==> src/rtl/lsu_pkg.sv <==
// opcodes, operation enum, instruction and stage structs, memory word union
package lsu_pkg;

    // standard MIPS major opcodes
    localparam logic [5:0] OPC_ADDIU = 6'b001001;
    localparam logic [5:0] OPC_LB    = 6'b100000;
    localparam logic [5:0] OPC_LH    = 6'b100001;
    localparam logic [5:0] OPC_LWL   = 6'b100010;
    localparam logic [5:0] OPC_LW    = 6'b100011;
    localparam logic [5:0] OPC_LBU   = 6'b100100;
    localparam logic [5:0] OPC_LHU   = 6'b100101;
    localparam logic [5:0] OPC_LWR   = 6'b100110;
    localparam logic [5:0] OPC_SB    = 6'b101000;
    localparam logic [5:0] OPC_SH    = 6'b101001;
    localparam logic [5:0] OPC_SWL   = 6'b101010;
    localparam logic [5:0] OPC_SW    = 6'b101011;
    localparam logic [5:0] OPC_SWR   = 6'b101110;

    typedef struct packed {
        logic [5:0]  opcode;
        logic [4:0]  rs;
        logic [4:0]  rt;
        logic [15:0] imm;
    } instr_t;

    typedef enum logic [4:0] {
        NOP, ADDIU,
        LB, LBU, LH, LHU, LW, LWL, LWR,
        SB, SH, SW, SWL, SWR
    } lsu_op_e;

    // lane 3 holds byte offset 0 (big-endian)
    typedef union packed {
        logic [3:0][7:0]  lane;
        logic [1:0][15:0] half;
    } mem_word_u;

    typedef struct packed {
        logic        valid;
        lsu_op_e     op;
        logic [4:0]  wd;
        logic        wreg;
        logic [31:0] reg1;
        logic [31:0] reg2;
        logic [31:0] simm;
    } dec_t;

    typedef struct packed {
        logic        valid;
        lsu_op_e     op;
        logic [4:0]  wd;
        logic        wreg;
        logic [31:0] addr;
        logic [31:0] reg2;
    } ex_t;

    typedef struct packed {
        logic        ce;
        logic        we;
        logic [3:0]  sel;
        logic [31:0] addr;
        mem_word_u   wdata;
    } mem_req_t;

    typedef struct packed {
        logic        valid;
        logic        wreg;
        logic [4:0]  wd;
        logic [31:0] wdata;
    } wb_t;

endpackage

==> src/rtl/lsu_result.sv <==
// result stage register, retirement point and register file write source
`timescale 1ns/1ps

module lsu_result (
    input  logic          clk_i,
    input  logic          rst_n_i,
    input  lsu_pkg::wb_t  wb_i,
    output lsu_pkg::wb_t  wb_o
);

    // one cycle after memory access, then into the regfile
    always_ff @(posedge clk_i) begin
        wb_o <= wb_i;
        if (!rst_n_i) begin
            wb_o.valid <= 1'b0;
        end
    end

endmodule

==> config.mk <==
export PLATFORM = sky130hd
export DESIGN_NAME = lsu_result
export DESIGN_NICKNAME = d
export VERILOG_FILES = /design/src/rtl/lsu_pkg.sv /design/src/rtl/lsu_result.sv
export SDC_FILE = /design/constraint.sdc
export NUM_CORES = 1
export LEC_CHECK = 0
export ABC_AREA = 1
export CAP_MARGIN = 20
export CORE_MARGIN = 2
export CORE_UTILIZATION = 45
export CTS_CLUSTER_DIAMETER = 40
export DETAILED_ROUTE_END_ITERATION = 7
export DONT_BUFFER_PORTS = 1
export HOLD_SLACK_MARGIN = 0.06
export MAX_ROUTING_LAYER = met4
export PLACE_DENSITY = 0.69
export RECOVER_POWER = 50
export SYNTH_ARGS = -nofsm -noshare
export SYNTH_HDL_FRONTEND = slang
export SYNTH_SLANG_ARGS = --single-unit
export TNS_END_PERCENT = 50
==> constraint.sdc <==
create_clock -name clk_i -period 0.8 [get_ports clk_i]
set_input_delay 0.2 -clock clk_i [delete_from_list [all_inputs] [get_ports clk_i]]
set_output_delay 0.2 -clock clk_i [all_outputs]
set_load 0.02 [all_outputs]
Yosys cells after proc, flatten, opt, wreduce, memory -nomap -nowiden

Cells that the tools add are included.

ROM bits: 0
Output and inout port bits: 39
Memory bits (writable): 0
Logic and storage cells: 4
Bits in latches: 0
Register bits: 39
Memories: 0

Reduce and logical (&&, ||, !) cells: 0
Divide/modulo/power cells: 0
Multiplexer cells: 0
$mul: 0
Add/subtract/negate cells: 0
Bitwise gates (word level): 0
Shift-type cells: 0
Equality and inequality tests: 0
Order comparisons: 0

Longest topological paths before layout

Gate-level depths: netlist of the first run.

Depth after elaboration: 0
Depth in mapped cells: 2
Mapped depth without buffers: 2

Least setup slack after synthesis of the first run

No wires, ideal clock.

Kind: reg2out
Start: register wb_o[0] in the netlist's numbering
End: output wb_o[0] in the netlist's numbering
Required time: 0.600 ns
Cell stages (with the launch flop): 1
Slack: 0.205 ns
Path buffers: 0
Arrival time: 0.395 ns
Cell sequence: dfxtp_1

RTL lines:

| item                   | RTL line         | RTL |
|---|---|---|
| from (decl)            | lsu_result.sv:8  | `output lsu_pkg::wb_t wb_o` |
| from (signal assigned) | lsu_result.sv:13 | `wb_o <= wb_i;` |

No word-level cell between the ends.

Worst setup path in the final report of the first run

Start: register wb_o[25] in the netlist's numbering
End: output wb_o[25] in the netlist's numbering

No word-level cell between the ends.

==> results of run 1 <==
## kinds of logic after synthesis
logic type             after synthesis  synth area share
DFF                                 39             0.990
buffers and inverters                1           0.00476
and+or+nand+nor                      1           0.00476
## worst paths after layout
check	startpoint	to	slack, ns	cells after the start
worst min-delay path	wb_i[37]	wb_o[37]	0.42	1
worst max-delay path	wb_o[25]	wb_o[25]	-0.12	0
## cell usage in the layout (no fill, tap or decap), drive strengths merged
cell         synthesis  final
clkinv               0      1
dlygate4sd3          0     40
inv                  1      1
nand2                1      1
clkbuf               0      7
dfxtp               39     39
## layer usage
layer	vias to the layer above	part of all wire	track usage	routed length, um
met5	-	0	-	0
met4	0	0.012	0.0857	21
met3	5	0.13	0.127	235
met2	54	0.55	0.308	964
met1	191	0.31	0.164	537
li1	219	-	-	-
## repair_timing
action                                  CTS  global route
hold buffers                             40             0
endpoints found under the setup margin   39            39
hold endpoints to repair                 39             0
gates resized for setup                  78             0
gates cloned                              0             0
## cells in the mapped netlist
| cell | number | area [um^2] |
|---|---|---|
| inv_1 | 1 | 3.75 |
| nand2_1 | 1 | 3.75 |
| dfxtp_1 | 39 | 781 |
## final cells by class
class,instances,area (um^2),share of cell area
timing repair buffer,40,400,0.285
clock buffer,7,45.0,0.0320
sequential,39,927,0.659
tap,17,21.3,0.0151
inverter,1,3.75,0.00267
multi-input combinational,1,3.75,0.00267
clock inverter,1,5.00,0.00356
## stage by stage
| stage | instance area [um^2] | setup TNS, ns | power (mW) | util |
|---|---|---|---|---|
| finish | 1410 | -4.17 | 3.20 | 0.833 |
| CTS | 1410 | -4.84 | 3.23 | 0.833 |
| detailed placement | 810 | 0 | 2.27 | 0.479 |
| global route | 1410 | -5.70 | 3.36 | 0.833 |
| global placement | 810 | 0 | 2.27 | 0.479 |
| floorplan | 788 | 0 | 2.25 | - |
## power by group through the flow
stage / clock network (mW) / logic, mW / registers (mW)
finish: 0.875 / 0.156 / 2.17
global route: 1.00 / 0.170 / 2.18
CTS: 0.906 / 0.152 / 2.17
detailed placement: 0 / 0.00214 / 2.27
global placement: 0 / 0.00214 / 2.27
floorplan: 0 / 0.00174 / 2.25
==> summary.md, run 1 <==
| Metric | Value |
|---|---|
| Status | finished with violations |
| Failing checks | setup timing |
| Final non-filler cell total | 106 |
| Area grow syn2layout | 78.4% |
| DRT Wirelength | 1760 um |
| DRT iter0 DRCs | 0 |
| Number of antenna-violating nets in the routed design | 0 |
| Max-Cap Viols | 0 |
| Final hold slack | 0.415 ns |
| Core Box Area | 1690 um^2 |
| Vias in the first global route | 473 |
| Post-CTS Setup Inserts | 0 |
| Crit Path Class | flip-flop to output pin |
| Worst EP arrival | 0.72 ns |
| Via count | 469 |
| Share of post-route cells with drive strength above 1 | 0.506 |
| Initial antenna violation count | 0 |
| I/O pin total | 80 |
| Final worst-path cycle share | 1.15 |
| Internal | 2.47 mW |
| Req. time, crit path | 0.60 ns |
| Unique masters post-synth | 3 |
| CTS sink cnt | 39 |
| PD cells | 2280 nW/um^2 |
| Syn Area/Cell | 19.2 um^2 |
| TritonCTS clock tree | built |
| Worst min path class | primary input to flip-flop |
| CP Max Fanout | 1 |
| Gpl congestion | 0.573 |
| Clock Tree Buf Depth | 2 |
| Mean routed wirelength per cell | 16.6 um |
| Die area | 2100 um^2 |
| Synth Instances | 41 |
| Worst Max-Slew Pin Slew | 0.101 ns |
| Fmax | 1090 MHz |
| Rel. slew slack | 0.932 |
| Net Count, Synth | 82 |
| Critical path endpoint category | output pin |
| Switch Pwr | 0.733 mW |
| Dpl cells | 58 |
| Largest net degree at the start of global routing | 12 |
| Initial Util | 0.467 |
| Row Count | 15 |
| Global-route wire length before repair | 2400 um |
| Drt first pass iters | 1 |
| Switching share of total power | 0.229 |
| GRT Util Overall | 0.189 |
| Layout fillers | 80 |
| Biggest regs | wb_o (39) |
| Tmin final | 0.919 ns |
| Ant diodes | 0 |
| Max VDD drop | 0.00172 V |
| Num CTS Buffers | 5 |
| Max FFs per register | 39 |
| RSZ-0062 raised after global routing | true |
| Chip height | 45.9 um |
| # setup viols final | 39 |
| Mapped Area | 788 um^2 |
| Final Slew Violations | 0 |
| Nets@finish | 129 |
| Width of the chip | 45.9 um |
| Final WS setup | -0.119 ns |
| Count of state elements after synthesis | 39 |
| Syn. warnings | 0 |
| Sequential Power Share | 0.678 |
| Number of remaining DRC errors | 0 |
| Reg clk slew, reported paths | 0.10 ns |
| Biggest register | wb_o |
| Root Buffer | clkbuf_4 |
| Grt total ovfl | 0 |
| Clock share of power | 0.273 |
| H-tree depth | 2 |
| Setup WS pre-CTS | 0.174 ns |
| Static Leak | 0.549 nW |
| Hold Fails Final Rpt | 0 |
| Sequential area share after synthesis | 0.990 |
| DR vias/cell | 4.42 |
| Worst Setup Start Kind | flip-flop |
| Combinational power share | 0.049 |
| Port bufs | 0 |
Power figures use the tool's default switching activity.
==> inputs of run 2 (changes only) <==
Settings changed: CAP_MARGIN 20 to default, SETUP_SLACK_MARGIN from default to 0.4.
==> summary.md, run 2 (synthesis results as in run 1) <==
| Metric | Value |
|---|---|
| # setup viols final | 39 (unchanged) |
| Switch Pwr | 0.728 mW (was 0.733 mW) |
| Final hold slack | -0.109 ns (was 0.415 ns) |
| Hold path cells | 0 (was 1) |
| Ant diodes | 0 (unchanged) |
| Max FFs per register | 39 (unchanged) |
| Grt total ovfl | 0 (unchanged) |
| Initial Util | 0.467 (unchanged) |
| Via count | 316 (was 469) |
| Combinational power share | 0.001 (was 0.049) |
| Critical path endpoint category | output pin (unchanged) |
| Width of the chip | 45.9 um (unchanged) |
| Fmax | 1090 MHz (about the same) |
| Row Count | 15 (unchanged) |
| Drt first pass iters | 3 (was 1) |
| Internal | 2.64 mW (was 2.47 mW) |
| Vias in the first global route | 305 (was 473) |
| Core Box Area | 1690 um^2 (unchanged) |
| Power Total | 3.37 mW (was 3.20 mW) |
| Hold Fails Final Rpt | 39 (was 0) |
| Sequential Power Share | 0.643 (was 0.678) |
| DRT Wirelength | 1250 um (was 1760 um) |
| Commonest non-fill, non-tap cell in the layout | dfxtp_4 (was dlygate4sd3_1) |
| TritonCTS clock tree | built (unchanged) |
| Final WS setup | -0.118 ns (was -0.119 ns) |
| Max-Cap Viols | 0 (unchanged) |
| Number of antenna-violating nets in the routed design | 0 (unchanged) |
| Nets@finish | 89 (was 129) |
| Post-CTS resize count | 0 (was 78) |
| Worst min path class | primary input to flip-flop (unchanged) |
| Failing checks | hold timing, setup timing (was setup timing) |
| Switching share of total power | 0.216 (was 0.229) |
| PD cells | 3260 nW/um^2 (was 2280 nW/um^2) |
| Global-route wire length before repair | 1440 um (was 2400 um) |
| Req. time, crit path | 0.60 ns (about the same) |
| GRT Util Overall | 0.121 (was 0.189) |
| Number of remaining DRC errors | 0 (unchanged) |
| Tmin final | 0.918 ns (was 0.919 ns) |
| Num CTS Buffers | 5 (unchanged) |
| Clock share of power | 0.356 (was 0.273) |
| RSZ-0062 raised after global routing | true (unchanged) |
| Gpl congestion | 0.577 (was 0.573) |
| Util after Layout | 0.611 (was 0.833) |
| H-tree depth | 2 (unchanged) |
| Mean routed wirelength per cell | 18.9 um (was 16.6 um) |
| Worst Max-Slew Pin Slew | 0.105 ns (was 0.101 ns) |
| Reg clk slew, reported paths | 0.10 ns (about the same) |
| Share of post-route cells with drive strength above 1 | 0.939 (was 0.506) |
| Worst EP arrival | 0.72 ns (about the same) |
| Setup WS pre-CTS | 0.241 ns (was 0.174 ns) |
| Max VDD drop | 0.00173 V (was 0.00172 V) |
| Static Leak | 0.395 nW (was 0.549 nW) |
| Levels on crit path | 0 (unchanged) |
| Crit Path Class | flip-flop to output pin (unchanged) |
| CTS sink cnt | 39 (unchanged) |
| Rel. slew slack | 0.930 (was 0.932) |
| Layout fillers | 134 (was 80) |
| Biggest regs | wb_o (39) (unchanged) |
| Status | finished with violations (unchanged) |
| Worst Setup Start Kind | flip-flop (unchanged) |
| Clock Tree Buf Depth | 2 (unchanged) |
| Chip height | 45.9 um (unchanged) |
| CP Max Fanout | 1 (unchanged) |
| I/O pin total | 80 (unchanged) |
| Biggest register | wb_o (unchanged) |
| Most frequent cells in the layout | dfxtp_4, clkbuf_4 (was dlygate4sd3_1, dfxtp_4, clkbuf_4, clkbuf_1) |
| DR vias/cell | 4.79 (was 4.42) |
| Final Slew Violations | 0 (unchanged) |
| Final worst-path cycle share | 1.15 (about the same) |
| DRT iter0 DRCs | 1 (was 0) |
| Die area | 2100 um^2 (unchanged) |
| Port bufs | 0 (unchanged) |
| Root Buffer | clkbuf_4 (unchanged) |
| Largest net degree at the start of global routing | 13 (was 12) |
| Initial antenna violation count | 0 (unchanged) |
| Area grow syn2layout | 31.0% (was 78.4%) |
run 2: changes by cell type in the layout (fill, tap and decap cells not counted), sizes merged:
| cell | before | now |
|---|---|---|
| clkbuf | 7 | 5 |
| clkinv | 1 | 2 |
| dlygate4sd3 | 40 | 0 |
| bufinv | 0 | 1 |
run 2: through the flow:
stage          TNS (ns)  cell area, um^2  hold slack (ns)  std cells
4_1_cts           -5.12             1030           -0.131         66
3_3_place_gp          0              956            0.228         58
6_report          -4.22             1030           -0.109         66
3_5_place_dp          0              956            0.228         58
5_1_grt           -5.87             1030           -0.145         66
2_1_floorplan         0              935            0.228         41
run 2: final cells by class:
cell class                 count  area [um^2]  share of cell area
clock buffer                   5         37.5              0.0364
clock inverter                 3         38.8              0.0376
inverter                       1         3.75             0.00364
multi-input combinational      1         3.75             0.00364
sequential                    39          927               0.898
tap                           17         21.3              0.0206
run 2: worst paths after layout:
path | startpoint | to | slack (ns)
setup / recovery | wb_o[33] | wb_o[33] | -0.12
hold / removal | wb_i[35] | wb_o[35] | -0.11
run 2: metal layers:
metal	global-route usage	vias up	part of all wire	routed length, um
met5	-	-	0	0
met4	0.120	0	0	0
met3	0.0833	0	0.15	185
met2	0.175	40	0.56	693
met1	0.0964	139	0.29	367
li1	-	137	-	-
run 2: power groups by stage:
stage / clock [mW] / sequential [mW] / combinational (mW)
after CTS: 1.25 / 2.17 / 0.00201
final: 1.20 / 2.17 / 0.00195
after floorplan: 0 / 2.20 / 0.00172
after detailed placement: 0 / 2.22 / 0.00201
after global routing: 1.34 / 2.18 / 0.00234
after global placement: 0 / 2.21 / 0.00180
run 2: what timing repair did:
item,in CTS,in global routing
setup endpoints to repair,39,39
hold endpoints to repair,39,39
buffers inserted,0,0
